### src/uart_cfg_pkg.sv
`default_nettype none

package uart_cfg_pkg;

  // system clock and line rate.
  localparam int unsigned clock_freq = 1_000_000;
  localparam int unsigned baud_rate  = 250_000;

  // clocks per serial bit.
  localparam int unsigned clks_per_bit = clock_freq / baud_rate;

  // baud counter needs at least one bit even at a divisor of one.
  localparam int unsigned baud_cnt_w =
    (clks_per_bit > 1) ? $clog2(clks_per_bit) : 1;

  // fifo depth must be a power of two.
  localparam int unsigned fifo_depth  = 4;
  localparam int unsigned fifo_addr_w = $clog2(fifo_depth);

  // frame is fixed at 8-n-1.
  localparam int unsigned data_w    = 8;
  localparam int unsigned bit_idx_w = 3;

endpackage

`default_nettype wire

### src/uart_types_pkg.sv
`default_nettype none

package uart_types_pkg;

  // frame controller states.
  typedef enum logic [1:0] {
    IDLE,
    START,
    DATA,
    STOP
  } tx_state_t;

  // command from controller to shifter.
  typedef enum logic [1:0] {
    SHIFT_HOLD,
    SHIFT_LOAD,
    SHIFT_NEXT
  } shift_op_t;

endpackage

`default_nettype wire

### src/uart_baud_gen.sv
`default_nettype none

module uart_baud_gen (
  input  logic clk,
  input  logic rst_n,
  input  logic baud_run,
  output logic tick
);
  import uart_cfg_pkg::*;

  localparam logic [baud_cnt_w-1:0] cnt_max = baud_cnt_w'(clks_per_bit - 1);

  logic [baud_cnt_w-1:0] cnt;

  // held at zero when stopped so the first bit is full width.
  always_ff @(posedge clk) begin
    if (!rst_n) begin
      cnt <= '0;
    end else if (!baud_run) begin
      cnt <= '0;
    end else if (cnt == cnt_max) begin
      cnt <= '0;
    end else begin
      cnt <= cnt + 1'b1;
    end
  end

  assign tick = baud_run && (cnt == cnt_max);

endmodule

`default_nettype wire

### src/uart_tx_ctrl.sv
`default_nettype none

module uart_tx_ctrl (
  input  logic                      clk,
  input  logic                      rst_n,
  input  logic                      empty,
  input  logic                      tick,
  input  logic                      data_bit,
  input  logic                      last_bit,
  output logic                      pop,
  output uart_types_pkg::shift_op_t shift_op,
  output logic                      baud_run,
  output logic                      utx_pin,
  output logic                      busy
);
  import uart_types_pkg::*;

  tx_state_t state;
  tx_state_t state_next;
  logic      pin_next;

  always_comb begin
    state_next = state;
    pop        = 1'b0;
    shift_op   = SHIFT_HOLD;
    pin_next   = 1'b1;

    case (state)
      IDLE: begin
        // pop and load together.
        if (!empty) begin
          pop        = 1'b1;
          shift_op   = SHIFT_LOAD;
          state_next = START;
        end
      end

      START: begin
        pin_next = 1'b0;
        if (tick) begin
          state_next = DATA;
        end
      end

      DATA: begin
        pin_next = data_bit;
        if (tick) begin
          if (last_bit) begin
            state_next = STOP;
          end else begin
            shift_op = SHIFT_NEXT;
          end
        end
      end

      STOP: begin
        if (tick) begin
          state_next = IDLE;
        end
      end

      default: begin
        state_next = IDLE;
      end
    endcase
  end

  assign baud_run = (state != IDLE);
  assign busy     = (state != IDLE);

  // line is registered and trails the state by one cycle.
  always_ff @(posedge clk) begin
    if (!rst_n) begin
      state   <= IDLE;
      utx_pin <= 1'b1;
    end else begin
      state   <= state_next;
      utx_pin <= pin_next;
    end
  end

endmodule

`default_nettype wire

### src/uart_tx_fifo.sv
`default_nettype none

module uart_tx_fifo (
  input  logic                          clk,
  input  logic                          rst_n,
  input  logic                          wr_en,
  input  logic [uart_cfg_pkg::data_w-1:0] wr_data,
  input  logic                          pop,
  output logic [uart_cfg_pkg::data_w-1:0] rd_data,
  output logic                          full,
  output logic                          empty
);
  import uart_cfg_pkg::*;

  logic [data_w-1:0]      mem [fifo_depth];
  logic [fifo_addr_w-1:0] wr_ptr;
  logic [fifo_addr_w-1:0] rd_ptr;
  logic [fifo_addr_w:0]   count;
  logic                   do_wr;
  logic                   do_rd;

  // writes while full and pops while empty are dropped.
  assign do_wr = wr_en && !full;
  assign do_rd = pop && !empty;

  assign full    = (count == (fifo_addr_w + 1)'(fifo_depth));
  assign empty   = (count == '0);
  assign rd_data = mem[rd_ptr];

  always_ff @(posedge clk) begin
    if (do_wr) begin
      mem[wr_ptr] <= wr_data;
    end
  end

  // pointers wrap naturally since depth is a power of two.
  always_ff @(posedge clk) begin
    if (!rst_n) begin
      wr_ptr <= '0;
      rd_ptr <= '0;
      count  <= '0;
    end else begin
      if (do_wr) begin
        wr_ptr <= wr_ptr + 1'b1;
      end
      if (do_rd) begin
        rd_ptr <= rd_ptr + 1'b1;
      end
      case ({do_wr, do_rd})
        2'b10:   count <= count + 1'b1;
        2'b01:   count <= count - 1'b1;
        default: count <= count;
      endcase
    end
  end

endmodule

`default_nettype wire

### src/uart_tx_shifter.sv
`default_nettype none

module uart_tx_shifter (
  input  logic                            clk,
  input  logic                            rst_n,
  input  uart_types_pkg::shift_op_t       shift_op,
  input  logic [uart_cfg_pkg::data_w-1:0] load_data,
  output logic                            data_bit,
  output logic                            last_bit
);
  import uart_cfg_pkg::*;
  import uart_types_pkg::*;

  localparam logic [bit_idx_w-1:0] idx_last = bit_idx_w'(data_w - 1);

  logic [data_w-1:0]    byte_q;
  logic [bit_idx_w-1:0] idx;

  // payload byte.
  always_ff @(posedge clk) begin
    if (shift_op == SHIFT_LOAD) begin
      byte_q <= load_data;
    end
  end

  // bit index, lsb first.
  always_ff @(posedge clk) begin
    if (!rst_n) begin
      idx <= '0;
    end else begin
      case (shift_op)
        SHIFT_LOAD: idx <= '0;
        SHIFT_NEXT: idx <= idx + 1'b1;
        default:    idx <= idx;
      endcase
    end
  end

  assign data_bit = byte_q[idx];
  assign last_bit = (idx == idx_last);

endmodule

`default_nettype wire

### src/uart_tx_top.sv
`default_nettype none

module uart_tx_top (
  input  logic                            clk,
  input  logic                            rst_n,
  input  logic                            utx_valid,
  input  logic [uart_cfg_pkg::data_w-1:0] utx_data,
  output logic                            utx_ready,
  output logic                            utx_pin,
  output logic                            busy
);
  import uart_cfg_pkg::*;
  import uart_types_pkg::*;

  logic [data_w-1:0] rd_data;
  logic              full;
  logic              empty;
  logic              pop;
  logic              tick;
  logic              baud_run;
  logic              data_bit;
  logic              last_bit;
  shift_op_t         shift_op;

  // full test lives in the fifo.
  assign utx_ready = !full;

  uart_tx_fifo fifo (
    .clk    (clk),
    .rst_n  (rst_n),
    .wr_en  (utx_valid),
    .wr_data(utx_data),
    .pop    (pop),
    .rd_data(rd_data),
    .full   (full),
    .empty  (empty)
  );

  uart_tx_ctrl ctrl (
    .clk     (clk),
    .rst_n   (rst_n),
    .empty   (empty),
    .tick    (tick),
    .data_bit(data_bit),
    .last_bit(last_bit),
    .pop     (pop),
    .shift_op(shift_op),
    .baud_run(baud_run),
    .utx_pin (utx_pin),
    .busy    (busy)
  );

  uart_tx_shifter shifter (
    .clk      (clk),
    .rst_n    (rst_n),
    .shift_op (shift_op),
    .load_data(rd_data),
    .data_bit (data_bit),
    .last_bit (last_bit)
  );

  uart_baud_gen baud_gen (
    .clk     (clk),
    .rst_n   (rst_n),
    .baud_run(baud_run),
    .tick    (tick)
  );

endmodule

`default_nettype wire

### config.mk
export PLATFORM = sky130hd
export DESIGN_NAME = uart_tx_top
export DESIGN_NICKNAME = d
export VERILOG_FILES = /design/src/uart_cfg_pkg.sv /design/src/uart_types_pkg.sv /design/src/uart_baud_gen.sv /design/src/uart_tx_ctrl.sv /design/src/uart_tx_fifo.sv /design/src/uart_tx_shifter.sv /design/src/uart_tx_top.sv
export SDC_FILE = /design/constraint.sdc
export NUM_CORES = 1
export LEC_CHECK = 0
export ABC_AREA = 1
export BUFFER_PORTS_ARGS = -buffer_cell sky130_fd_sc_hd__buf_2
export CAP_MARGIN = 20
export CORE_AREA = 2 2 70 72
export CTS_CLUSTER_DIAMETER = 80
export DETAILED_ROUTE_END_ITERATION = 8
export DIE_AREA = 0 0 72 74
export GPL_TIMING_DRIVEN = 0
export PLACE_DENSITY = 0.73
export SLEW_MARGIN = 15
export SYNTH_ARGS = -nofsm -noshare
export SYNTH_HDL_FRONTEND = slang
export SYNTH_SLANG_ARGS = --single-unit
### constraint.sdc
create_clock -name clk -period 1.8 [get_ports clk]
set_clock_uncertainty 0.1 [all_clocks]
set_input_delay 0.18 -clock clk [delete_from_list [all_inputs] [get_ports clk]]
set_output_delay 0.18 -clock clk [all_outputs]
set_load 0.01 [all_outputs]
==> impl_results.md, run 1 <==
- Clock insertion delay at the later pin of the skew report: between 0.3 and 0.4 ns
- Final hold violation count: 0
- Worst Max-Slew Pin Slew: 0.489 ns
- Startpoint type of the worst setup path: flip-flop
- Reported net switching power: 1500 uW
- CTS Buffer Depth: 2
- Peak clock frequency supported by timing: 0.561 GHz
- FP Rows: 25
- Via count of the first global-routing pass: 1501
- Max cap viols: 0
- Number of distinct standard cells referenced by the synthesized netlist: 22
- Class of the tightest hold or removal check: in -> reg
- Cell area after synthesis: 2410 um^2
- Endpoint type of the worst setup path: flip-flop
- Fraction of synthesis flops using an asynchronous set or reset pin: 0%
- Horizontal die dimension: 72 um
- P_leak: 0.00118 uW
- Leading post-synthesis cells by cell area: sky130_fd_sc_hd__edfxtp_1, sky130_fd_sc_hd__dfxtp_1, sky130_fd_sc_hd__ha_1
- H-Tree Level Count: 2
- Starting density of the core: 52.4%
- Share of the clock period used by the worst path: 98.9%
- Total count of max-transition violations in the final report: 0
- Total vias in the final route: 1631
- Endpoints failing setup: 0
- Worst hold slack: 0.0583 ns
- Synthesized area per cell: 10.5 um^2
- Clock-pin slew reported for the worst setup and hold paths after clock tree synthesis: 0.11 ns
- Count of state elements after synthesis: 55
- Switching share of total power: 35.0%
- Final min period: 1.78 ns
- Unrepaired setup endpoints after global routing: yes
- Drt first pass iters: 4
- Leading area contributor after synthesis: sky130_fd_sc_hd__edfxtp_1
- Placed Instances: 295
- CP Class: reg -> reg
- Post-detailed-route DRC marker count: 0
- Rel. slew slack: 67.4%
- Die height: ~74 um
- Placer congestion estimate: slightly below 0.8
- Sum of negative setup slack: 0 ns
- Post-route ant nets: 0
- Number of violations reported at the end of detailed-routing iteration 0: 57
- Layout Cells excl Fill: 323
- Final-stage net count: 295
- Power Density: 1440 nW/um^2
- Net count after synthesis: 256
- Critical Path Fanout Max: 4
- Per-cell routed wire length: 13.2 um
- Global route overflow: 0
- Total die area: approximately 5300 um^2
- Overall Power: 4290 uW
- Proportion of layout cells with a drive suffix above 1: 28.3%
- Share of power burned in combinational logic: 38.7%
- Result of the run: finished, final reports clean
- Reg-to-reg slack, setup: 0.02 ns
- Share of total power in sequential cells: 41.6%
- Total clock buffers created by CTS: 5
- Post-synth EDFFs: 40
- Post-detailed-placement cell area: 2560 um^2
- First-pass GRT wire length: around 6700 um
- GRT Overall Usage: 16.7%
- Num ports: 14
- Total core area: 4600 um^2
- Count leader, synth: sky130_fd_sc_hd__edfxtp_1
- Data required time of the worst path: roughly 2.0 ns
- Final wirelength: 4270 um
- Proportion of power drawn by the clock network: 19.7%
- Clock sink total: 55
- Placed wire-length estimate after detailed placement: 2640 um
- Ranking of synthesized cells by instance count: sky130_fd_sc_hd__edfxtp_1, sky130_fd_sc_hd__nor2_1, sky130_fd_sc_hd__inv_1, sky130_fd_sc_hd__o21ai_0, sky130_fd_sc_hd__nand2_1
- TritonCTS clock tree: done
- Antenna violations before repair: 0
- Top flip-flop cell by instance count after synthesis: sky130_fd_sc_hd__edfxtp_1
- Port-buffer cells: 12
- Count of antenna diodes in the layout: 0
- WP data arrival: 1.93 ns
- Syn-to-layout area delta: 23.6%
- Vias per inst: 5.05
- Power Internal: 2790 uW
- Top-area cell type share of the netlist area: 49.8%
- Yosys synthesis warning count: 0
- Peak supply drop: between 0.7 and 0.8 mV
- Buffer cell driving the clock tree root: sky130_fd_sc_hd__clkbuf_8
- Synthesized instance count: about 230
- Pin count of the biggest net entering global routing: 20
- Share of the yosys chip area belonging to registers: 62.3%
- Layout Cell Area excl Fill: 2980 um^2
-- power by group through the flow --
stage          registers, uW  clock network (uW)  logic [uW]
4_1_cts                 1770                 865        1450
5_1_grt                 1810                 901        1870
6_report                1780                 846        1660
2_1_floorplan           1790                   0         970
3_5_place_dp            1810                   0        1270
3_3_place_gp            1800                   0        1240
-- cells by family (layout without fill, tap and decap cells) --
logic type | after synthesis | count (layout) | share of synthesized area (%)
adders and majority gates | 16 | 16 | 8.62
buffers and inverters | 41 | 81 | 6.80
DFF | 55 | 55 | 62.3
AOI/OAI and AO/OA | 43 | 43 | 9.45
and+or+nand+nor | 74 | 74 | 12.8
-- flip-flops by register name, summed over array words and instances (netlist names) --
signal,flops
fifo.rd_ptr,2
fifo.wr_ptr,2
ctrl.utx_pin,1
fifo.mem,32
fifo.count,3
shifter.idx,3
shifter.byte_q,8
baud_gen.cnt,2
ctrl.state,2
-- through the flow --
step	setup slack, ns	utilization [%]
global placement	-0.125	55.6
global route	-0.0847	64.8
finish	0.0190	64.8
floorplan	0.00191	-
CTS	-0.00187	62.1
detailed placement	-0.165	55.6
-- layout by cell type (no fill, tap or decap), types with 2 or more instances in the layout --
cell type,synthesis,final
sky130_fd_sc_hd__inv_4,0,2
sky130_fd_sc_hd__inv_2,2,8
sky130_fd_sc_hd__nand2_1,21,18
sky130_fd_sc_hd__clkbuf_8,0,5
sky130_fd_sc_hd__buf_4,2,13
sky130_fd_sc_hd__nand2_4,0,2
sky130_fd_sc_hd__dlygate4sd3_1,0,8
sky130_fd_sc_hd__nand4_1,2,2
sky130_fd_sc_hd__nand2_2,2,3
sky130_fd_sc_hd__a21oi_1,11,9
sky130_fd_sc_hd__inv_1,34,26
sky130_fd_sc_hd__nor2_2,1,4
sky130_fd_sc_hd__nand3_1,10,8
sky130_fd_sc_hd__ha_1,15,11
sky130_fd_sc_hd__nand3_2,0,2
sky130_fd_sc_hd__buf_2,2,14
sky130_fd_sc_hd__o21ai_0,22,21
sky130_fd_sc_hd__ha_4,0,3
sky130_fd_sc_hd__nor2_1,36,30
sky130_fd_sc_hd__dfxtp_2,0,6
sky130_fd_sc_hd__nor2_4,0,3
sky130_fd_sc_hd__dfxtp_1,15,8
sky130_fd_sc_hd__edfxtp_1,40,40
sky130_fd_sc_hd__o22ai_1,8,8
-- area by class of cell --
cell class / instances / area, um^2
well taps: 54 / 67.6
clock buffers: 5 / 68.8
repair buffers: 32 / 243
flip-flops and latches: 55 / 1510
fillers: 329 / 1620
inverters: 36 / 140
multi-input cells: 133 / 868
clock inverters: 3 / 50.0
plain buffers: 5 / 28.8
-- final timing paths --
kind	cells after the start	end	from
worst max register to register	12	fifo.count[2]	ctrl.state[1]
worst min register to register	1	baud_gen.cnt[0]	baud_gen.cnt[0]
worst min-delay path	3	fifo.count[2]	rst_n
worst max-delay path	12	fifo.count[2]	ctrl.state[1]
-- per-layer routing --
metal	vias up	part of all wire [%]	GRT usage, %
met5	-	0	0
met4	0	2.1	6.92
met3	11	2.9	4.34
met2	27	53	29.3
met1	743	42	19.8
li1	850	-	-
-- worst max-delay path: stages, from the launching register on --
cell and delay, ns:
sky130_fd_sc_hd__dfxtp_2 0.35, sky130_fd_sc_hd__inv_2 0.09, sky130_fd_sc_hd__ha_4 0.16, sky130_fd_sc_hd__nand2_4 0.06
sky130_fd_sc_hd__inv_4 0.06, sky130_fd_sc_hd__ha_4 0.13, sky130_fd_sc_hd__inv_2 0.04, sky130_fd_sc_hd__fa_2 0.37
sky130_fd_sc_hd__inv_2 0.05, sky130_fd_sc_hd__nand2_1 0.05, sky130_fd_sc_hd__nand3_2 0.08, sky130_fd_sc_hd__o21ai_2 0.06
sky130_fd_sc_hd__a21oi_1 0.11
-- what timing repair did --
item / CTS / global route
hold endpoints to repair: 32 / 0
setup buffers: 7 / 5
hold buffers: 8 / 0
cloned: 0 / 0
gates resized for setup: 11 / 28
endpoints found under the setup margin: 13 / 29
pin swaps: 4 / 11
Power figures use the tool's default switching activity.
==> inputs of run 2 (changes only) <==
--- a/config.mk
+++ b/config.mk
@@ -13,6 +13,7 @@
 export DETAILED_ROUTE_END_ITERATION = 8
 export DIE_AREA = 0 0 72 74
 export GPL_TIMING_DRIVEN = 0
+export HOLD_SLACK_MARGIN = 0.1
 export PLACE_DENSITY = 0.73
 export SLEW_MARGIN = 15
 export SYNTH_ARGS = -nofsm -noshare
==> impl_results.md, run 2 (synthesis gave the netlist of run 1 again) <==
- Result of the run: finished, final reports clean
- Register ranked first by flip-flop count: fifo.mem
- Total core area: 4600 um^2 (unchanged)
- Setup slack of the critical path after layout: 0.0153 ns (-0.00374 ns)
- FP Rows: 25 (unchanged)
- Count of antenna diodes in the layout: 0 (unchanged)
- Logic depth of the worst register-to-register path: 12 (unchanged)
- Final hold violation count: 0 (unchanged)
- Class of the tightest hold or removal check: in -> reg
- Per-cell routed wire length: 13.3 um (+0.30%)
- Starting density of the core: 52.4% (unchanged)
- Commonest non-fill, non-tap cell in the layout: sky130_fd_sc_hd__edfxtp_1
- Endpoints failing setup: 0 (unchanged)
- Data required time of the worst path: 1.94 ns (about the same)
- Total vias in the final route: 1637 (+0.37%)
- Final-stage net count: 296 (+0.34%)
- Buffer cell driving the clock tree root: sky130_fd_sc_hd__clkbuf_8
- P_leak: 0.00118 uW (+0.35%)
- Post-detailed-placement cell area: 2560 um^2 (unchanged)
- Peak supply drop: 0.755 mV (+0.31%)
- Clock insertion delay at the later pin of the skew report: 0.31 ns (about the same)
- Rel. slew slack: 67.4% (about the same)
- Total die area: 5330 um^2 (unchanged)
- GRT Overall Usage: 16.8% (+0.029 points)
- Syn-to-layout area delta: 24.0%
- Placer congestion estimate: 0.770 (unchanged)
- Power Density: 1430 nW/um^2 (-0.31%)
- Worst slack at placement: -0.165 ns (unchanged)
- Vias per inst: 5.05 (about the same)
- Num ports: 14 (unchanged)
- Clock sink total: 55 (unchanged)
- CP Class: reg -> reg
- Placed wire-length estimate after detailed placement: 2640 um (unchanged)
- Post-detailed-route DRC marker count: 0 (unchanged)
- Via count of the first global-routing pass: 1504 (+0.20%)
- R2r endpoint: fifo.count[2]
- Total clock buffers created by CTS: 5 (unchanged)
- Proportion of layout cells with a drive suffix above 1: 28.1% (-0.10 points)
- Number of violations reported at the end of detailed-routing iteration 0: 61 (+7.0%)
- Endpoint type of the worst setup path: flip-flop
- Unrepaired setup endpoints after global routing: yes
- Worst Max-Slew Pin Slew: 0.489 ns (+0.000426 ns)
- Share of the clock period used by the worst path: 99.2% (+0.21 points)
- Layout Cell Area excl Fill: 2990 um^2 (+0.34%)
- TritonCTS clock tree: done
- Number of fill cells in the layout: 325 (-1.2%)
- Peak clock frequency supported by timing: 0.560 GHz (-0.21%)
- CTS Buffer Depth: 2 (unchanged)
- Worst flop-to-flop path startpoint: ctrl.state[1]
- Total count of max-transition violations in the final report: 0 (unchanged)
- Final wirelength: 4290 um (+0.61%)
- Post-route ant nets: 0 (unchanged)
- First-pass GRT wire length: 6670 um (+0.21%)
- Crit path to: fifo.count[2]
- Drt first pass iters: 4 (unchanged)
- Clock-pin slew reported for the worst setup and hold paths after clock tree synthesis: 0.11 ns (about the same)
- Startpoint type of the worst setup path: flip-flop
- Antenna violations before repair: 0 (unchanged)
- Leading cell types in the layout, fill and taps excluded: sky130_fd_sc_hd__edfxtp_1, sky130_fd_sc_hd__nor2_1, sky130_fd_sc_hd__inv_1
- Overall Power: 4290 uW (about the same)
- Start point of the critical path: ctrl.state[1]
- Horizontal die dimension: 72 um (unchanged)
- Die height: 74 um (unchanged)
- Final min period: 1.78 ns (+0.00374 ns)
- Pin count of the biggest net entering global routing: 20 (unchanged)
- Global route overflow: 0 (unchanged)
- Top flop regs: fifo.mem (32), shifter.byte_q (8)
- WP data arrival: 1.93 ns (about the same)
- H-Tree Level Count: 2 (unchanged)
- Max cap viols: 0 (unchanged)
- Port-buffer cells: 12 (unchanged)
- Critical Path Fanout Max: 4 (unchanged)
- Reg-to-reg slack, setup: 0.02 ns (about the same)
- Flip-flop count of the largest register, all copies and words added: 32 (unchanged)
==> run 2: cell types whose count changed in the layout (fill, tap and decap cells not counted), sizes merged <==
cell / delta
dlygate4sd3: +1
==> run 2: metal layers <==
metal	up-vias	GRT usage, %	part of all wire (%)
li1	850	-	-
met1	750	19.9	41
met3	11	4.34	3.1
met4	0	6.92	2.6
met2	26	29.3	53
met5	-	0	0
==> run 2: through the flow <==
stage / util (%) / hold WS (ns) / instances / TNS [ns]
after global routing: 65.0 / 0.200 / 324 / -0.119
after detailed placement: 55.6 / 0.294 / 295 / -1.17
after global placement: 55.6 / 0.294 / 295 / -0.752
after CTS: 62.3 / 0.162 / 319 / -0.00235
final: 65.0 / 0.200 / 324 / 0
after floorplan: - / 0.179 / 229 / 0
==> run 2: power breakdown <==
part	internal [uW]	leakage, uW	switching [uW]	total, uW
combinational	670	0.000628	993	1660
sequential	1690	0.000495	92.1	1780
clock	429	0.0000607	414	843
total	2790	0.00118	1500	4290
==> run 2: worst max-delay path, cell delays in order, from the launching register on <==
cell                      delay [ns]
sky130_fd_sc_hd__dfxtp_2        0.35
sky130_fd_sc_hd__inv_2          0.09
sky130_fd_sc_hd__ha_4           0.16
sky130_fd_sc_hd__nand2_4        0.06
sky130_fd_sc_hd__inv_4          0.06
sky130_fd_sc_hd__ha_4           0.13
sky130_fd_sc_hd__inv_2          0.05
sky130_fd_sc_hd__fa_2           0.37
sky130_fd_sc_hd__inv_2          0.05
sky130_fd_sc_hd__nand2_1        0.05
sky130_fd_sc_hd__nand3_2        0.08
sky130_fd_sc_hd__o21ai_2        0.06
sky130_fd_sc_hd__a21oi_1        0.11
==> run 2: final cells by class <==
| type | count | area, um^2 | area share, % |
|---|---|---|---|
| inverter | 36 | 140 | 4.69 |
| clock buffer | 5 | 68.8 | 2.30 |
| timing repair buffer | 33 | 253 | 8.46 |
| buffer | 5 | 28.8 | 0.963 |
| clock inverter | 3 | 50.0 | 1.67 |
| sequential | 55 | 1510 | 50.6 |
| tap | 54 | 67.6 | 2.26 |
| multi-input combinational | 133 | 868 | 29.0 |
==> run 2: what timing repair did <==
| action | CTS | global route |
|---|---|---|
| gates resized for setup | 11 | 28 |
| setup endpoints to repair | 13 | 29 |
| pin swaps | 4 | 11 |
| hold buffers | 9 | 0 |
| buffers inserted | 7 | 5 |
| endpoints found under the hold margin | 40 | 0 |
| cloned | 0 | 0 |
==> run 2: worst min path at each step <==
stage | cells past startpoint | from | to
5_1_grt | 4 | utx_valid | fifo.wr_ptr[1]
3_3_place_gp | 1 | utx_data[5] | fifo.mem[0][5]
4_1_cts | 4 | utx_valid | fifo.wr_ptr[0]
6_report | 4 | utx_valid | fifo.wr_ptr[0]
3_5_place_dp | 1 | utx_data[0] | fifo.mem[1][0]
2_1_floorplan | 0 | utx_data[0] | fifo.mem[0][0]
==> inputs of run 3 (changes only) <==
--- a/config.mk
+++ b/config.mk
@@ -5,16 +5,14 @@
 export SDC_FILE = /design/constraint.sdc
 export NUM_CORES = 1
 export LEC_CHECK = 0
-export ABC_AREA = 1
 export BUFFER_PORTS_ARGS = -buffer_cell sky130_fd_sc_hd__buf_2
 export CAP_MARGIN = 20
-export CORE_AREA = 2 2 70 72
+export CORE_AREA = 2 2 76 78
 export CTS_CLUSTER_DIAMETER = 80
 export DETAILED_ROUTE_END_ITERATION = 8
-export DIE_AREA = 0 0 72 74
+export DIE_AREA = 0 0 78 80
 export GPL_TIMING_DRIVEN = 0
 export HOLD_SLACK_MARGIN = 0.1
-export PLACE_DENSITY = 0.73
 export SLEW_MARGIN = 15
 export SYNTH_ARGS = -nofsm -noshare
 export SYNTH_HDL_FRONTEND = slang
==> impl_results.md, run 3 <==
- Result of the run: finished with violations
- Failing checks: setup timing
- Number of violations reported at the end of detailed-routing iteration 0: 75 (+23%)
- Logic depth of the worst register-to-register path: 8 (-4)
- Data required time of the worst path: 1.93 ns (about the same)
- First-pass GRT wire length: 6620 um (-0.82%)
- Total clock buffers created by CTS: 5 (unchanged)
- Max cap viols: 0 (unchanged)
- Count of state elements after synthesis: 55 (unchanged)
- Final hold violation count: 0 (unchanged)
- Proportion of layout cells with a drive suffix above 1: 40.3% (+12 points)
- Yosys synthesis warning count: 0 (unchanged)
- Rel. slew slack: 62.5% (-4.9 points)
- Setup slack of the critical path after layout: -0.337 ns (-0.352 ns)
- Worst Max-Slew Pin Slew: 0.563 ns (+0.0738 ns)
- Depth of the worst hold-timing path: 3 (-1)
- Syn-to-layout area delta: 27.1%
- Clock insertion delay at the later pin of the skew report: 0.31 ns (about the same)
- Number of distinct standard cells referenced by the synthesized netlist: 36 (+64%)
- P_leak: 0.00107 uW (-9.5%)
- Count of antenna diodes in the layout: 0 (unchanged)
- Leading cell types in the layout, fill and taps excluded: sky130_fd_sc_hd__edfxtp_1, sky130_fd_sc_hd__buf_2, sky130_fd_sc_hd__buf_4
- Vias per inst: 4.99 (-1.2%)
- Power Density: 1360 nW/um^2 (-5.4%)
- Worst slack at placement: -0.516 ns (-0.350 ns)
- Share of the yosys chip area belonging to registers: 64.2% (+1.9 points)
- Class of the tightest hold or removal check: in -> reg
- Endpoints failing setup: 2 (+2)
- Pin count of the biggest net entering global routing: 20 (unchanged)
- Register ranked first by flip-flop count: fifo.mem
- Total die area: 6240 um^2 (+17%)
- Synthesized area per cell: 15.4 um^2 (+46%)
- Via count of the first global-routing pass: 1381 (-8.2%)
- Layout Cells excl Fill: 263 (-19%)
- GRT Overall Usage: 13.9% (-2.8 points)
- Worst hold slack: 0.201 ns (+0.000847 ns)
- Drt first pass iters: 4 (unchanged)
- Number of fill cells in the layout: 441 (+36%)
- Peak clock frequency supported by timing: 0.468 GHz (-16%)
- WP data arrival: 2.27 ns (+0.34 ns)
- Overall Power: 4030 uW (-6.0%)
- Endpoint type of the worst setup path: flip-flop
- Num ports: 14 (unchanged)
- Total count of max-transition violations in the final report: 0 (unchanged)
- Final-stage net count: 217 (-27%)
- Net count after synthesis: 179 (-30%)
- Top-area cell type share of the netlist area: 51.4% (+1.5 points)
- Horizontal die dimension: 78 um (+8.3%)
- Final wirelength: 3840 um (-11%)
- Fraction of synthesis flops using an asynchronous set or reset pin: 0% (unchanged)
- Final min period: 2.14 ns (+0.352 ns)
- CTS Buffer Depth: 2 (unchanged)
- Clock-pin slew reported for the worst setup and hold paths after clock tree synthesis: 0.10 ns (about the same)
- TritonCTS clock tree: done
- H-Tree Level Count: 2 (unchanged)
- Post-detailed-route DRC marker count: 0 (unchanged)
- Total vias in the final route: 1313 (-20%)
- Buffer cell driving the clock tree root: sky130_fd_sc_hd__clkbuf_8
- Antenna violations before repair: 0 (unchanged)
- Share of the clock period used by the worst path: 119% (+20 points)
- Critical Path Fanout Max: 2 (-2)
- Placed wire-length estimate after detailed placement: 2640 um (+0.31%)
- Ranking of synthesized cells by instance count: sky130_fd_sc_hd__edfxtp_1, sky130_fd_sc_hd__dfxtp_1, sky130_fd_sc_hd__ha_1, sky130_fd_sc_hd__inv_1, sky130_fd_sc_hd__mux4_2
- Placed Instances: 236 (-20%)
- Top flip-flop cell by instance count after synthesis: sky130_fd_sc_hd__edfxtp_1
- Startpoint type of the worst setup path: flip-flop
- Clock sink total: 55 (unchanged)
- Leading post-synthesis cells by cell area: sky130_fd_sc_hd__edfxtp_1, sky130_fd_sc_hd__dfxtp_1, sky130_fd_sc_hd__mux4_2
- Top flop regs: fifo.mem (32), shifter.byte_q (8)
- Synthesized instance count: 152 (-34%)
- Flip-flop count of the largest register, all copies and words added: 32 (unchanged)
- Leading area contributor after synthesis: sky130_fd_sc_hd__edfxtp_1
- Unrepaired setup endpoints after global routing: yes
- Global route overflow: 0 (unchanged)
- Total core area: 5410 um^2 (+18%)
- Starting density of the core: 43.2% (-9.2 points)
- FP Rows: 27 (+8.0%)
- Post-route ant nets: 0 (unchanged)
- Per-cell routed wire length: 14.6 um (+10%)
- Post-synth EDFFs: 40 (unchanged)
- Commonest non-fill, non-tap cell in the layout: sky130_fd_sc_hd__edfxtp_1
- Count leader, synth: sky130_fd_sc_hd__edfxtp_1
- Cell area after synthesis: 2340 um^2 (-3.0%)
- Die height: 80 um (+8.1%)
- Placer congestion estimate: 0.730 (-5.1%)
- Port-buffer cells: 12 (unchanged)
- Peak supply drop: 0.629 mV (-17%)
- CP Class: reg -> reg
==> run 3: cell count changes in the layout (fill, tap and decap cells not counted), sizes merged, moves of 4 or more <==
| cell | delta |
|---|---|
| a21oi | -7 |
| and3 | +4 |
| inv | -25 |
| mux4 | +9 |
| nand2 | -18 |
| nand3 | -7 |
| nor2 | -29 |
| o21ai | -20 |
| o22ai | -7 |
==> run 3: repair_timing <==
item / 4_1_cts / 5_1_grt
pin swaps: 7 / 12
setup buffers: 8 / 3
hold buffers: 9 / 0
gates resized for setup: 20 / 19
endpoints found under the hold margin: 37 / 0
endpoints found under the setup margin: 16 / 8
==> run 3: metrics by stage <==
step	instance area [um^2]	setup TNS, ns	utilization, %
6_report	2970	-0.511	55.0
5_1_grt	2970	-0.676	55.0
4_1_cts	2860	-0.676	52.8
3_5_place_dp	2520	-2.26	46.6
3_3_place_gp	2520	-1.19	46.6
2_1_floorplan	2370	-0.521	-
==> run 3: layer usage <==
| layer | GRT usage (%) | up-vias | part of all wire (%) |
|---|---|---|---|
| met1 | 17.1 | 653 | 45 |
| li1 | - | 635 | - |
| met2 | 24.7 | 23 | 51 |
| met3 | 3.39 | 2 | 3.9 |
| met5 | 0 | - | 0 |
| met4 | 3.68 | 0 | 0.39 |
==> run 3: power by group <==
group	leakage [uW]	internal (uW)	total, uW	switching [uW]
Sequential	0.000496	1670	1750	86.9
Clock	0.0000607	429	846	417
Combinational	0.000514	753	1430	681
Total	0.00107	2850	4030	1190
==> run 3: final cells by class <==
type,count,area [um^2],area share (%)
multi-input cells,80,936,31.5
well taps,72,90.1,3.03
flip-flops and latches,55,1520,51.3
clock inverters,3,50.0,1.68
plain buffers,4,16.3,0.548
repair buffers,32,236,7.96
inverters,12,50.0,1.68
clock buffers,5,68.8,2.32
==> run 3: critical path, stage by stage (launching register included) <==
cell and delay, ns:
sky130_fd_sc_hd__dfxtp_4 0.36, sky130_fd_sc_hd__or3b_4 0.41, sky130_fd_sc_hd__nand2_4 0.09, sky130_fd_sc_hd__ha_4 0.14, sky130_fd_sc_hd__inv_2 0.04, sky130_fd_sc_hd__fa_2 0.36, sky130_fd_sc_hd__xor2_2 0.15, sky130_fd_sc_hd__or3_1 0.30
sky130_fd_sc_hd__a21oi_1 0.12
==> run 3: cells by family (layout without fill, tap and decap cells) <==
| kind of cell | after synthesis | in the layout | synth area share [%] |
|---|---|---|---|
| buf+inv | 17 | 56 | 2.84 |
| xor+xnor | 4 | 4 | 1.50 |
| flops | 55 | 55 | 64.2 |
| mux | 14 | 14 | 10.9 |
| compound gates | 15 | 15 | 4.60 |
| simple gates | 31 | 31 | 7.01 |
| fa+ha+maj | 16 | 16 | 8.89 |
==> run 3: worst paths after layout <==
path	start	endpoint	slack, ns
max	fifo.count[0]	fifo.count[2]	-0.34
min	utx_valid	fifo.wr_ptr[0]	0.20
max reg2reg	fifo.count[0]	fifo.count[2]	-0.34
min reg2reg	baud_gen.cnt[0]	baud_gen.cnt[0]	0.34
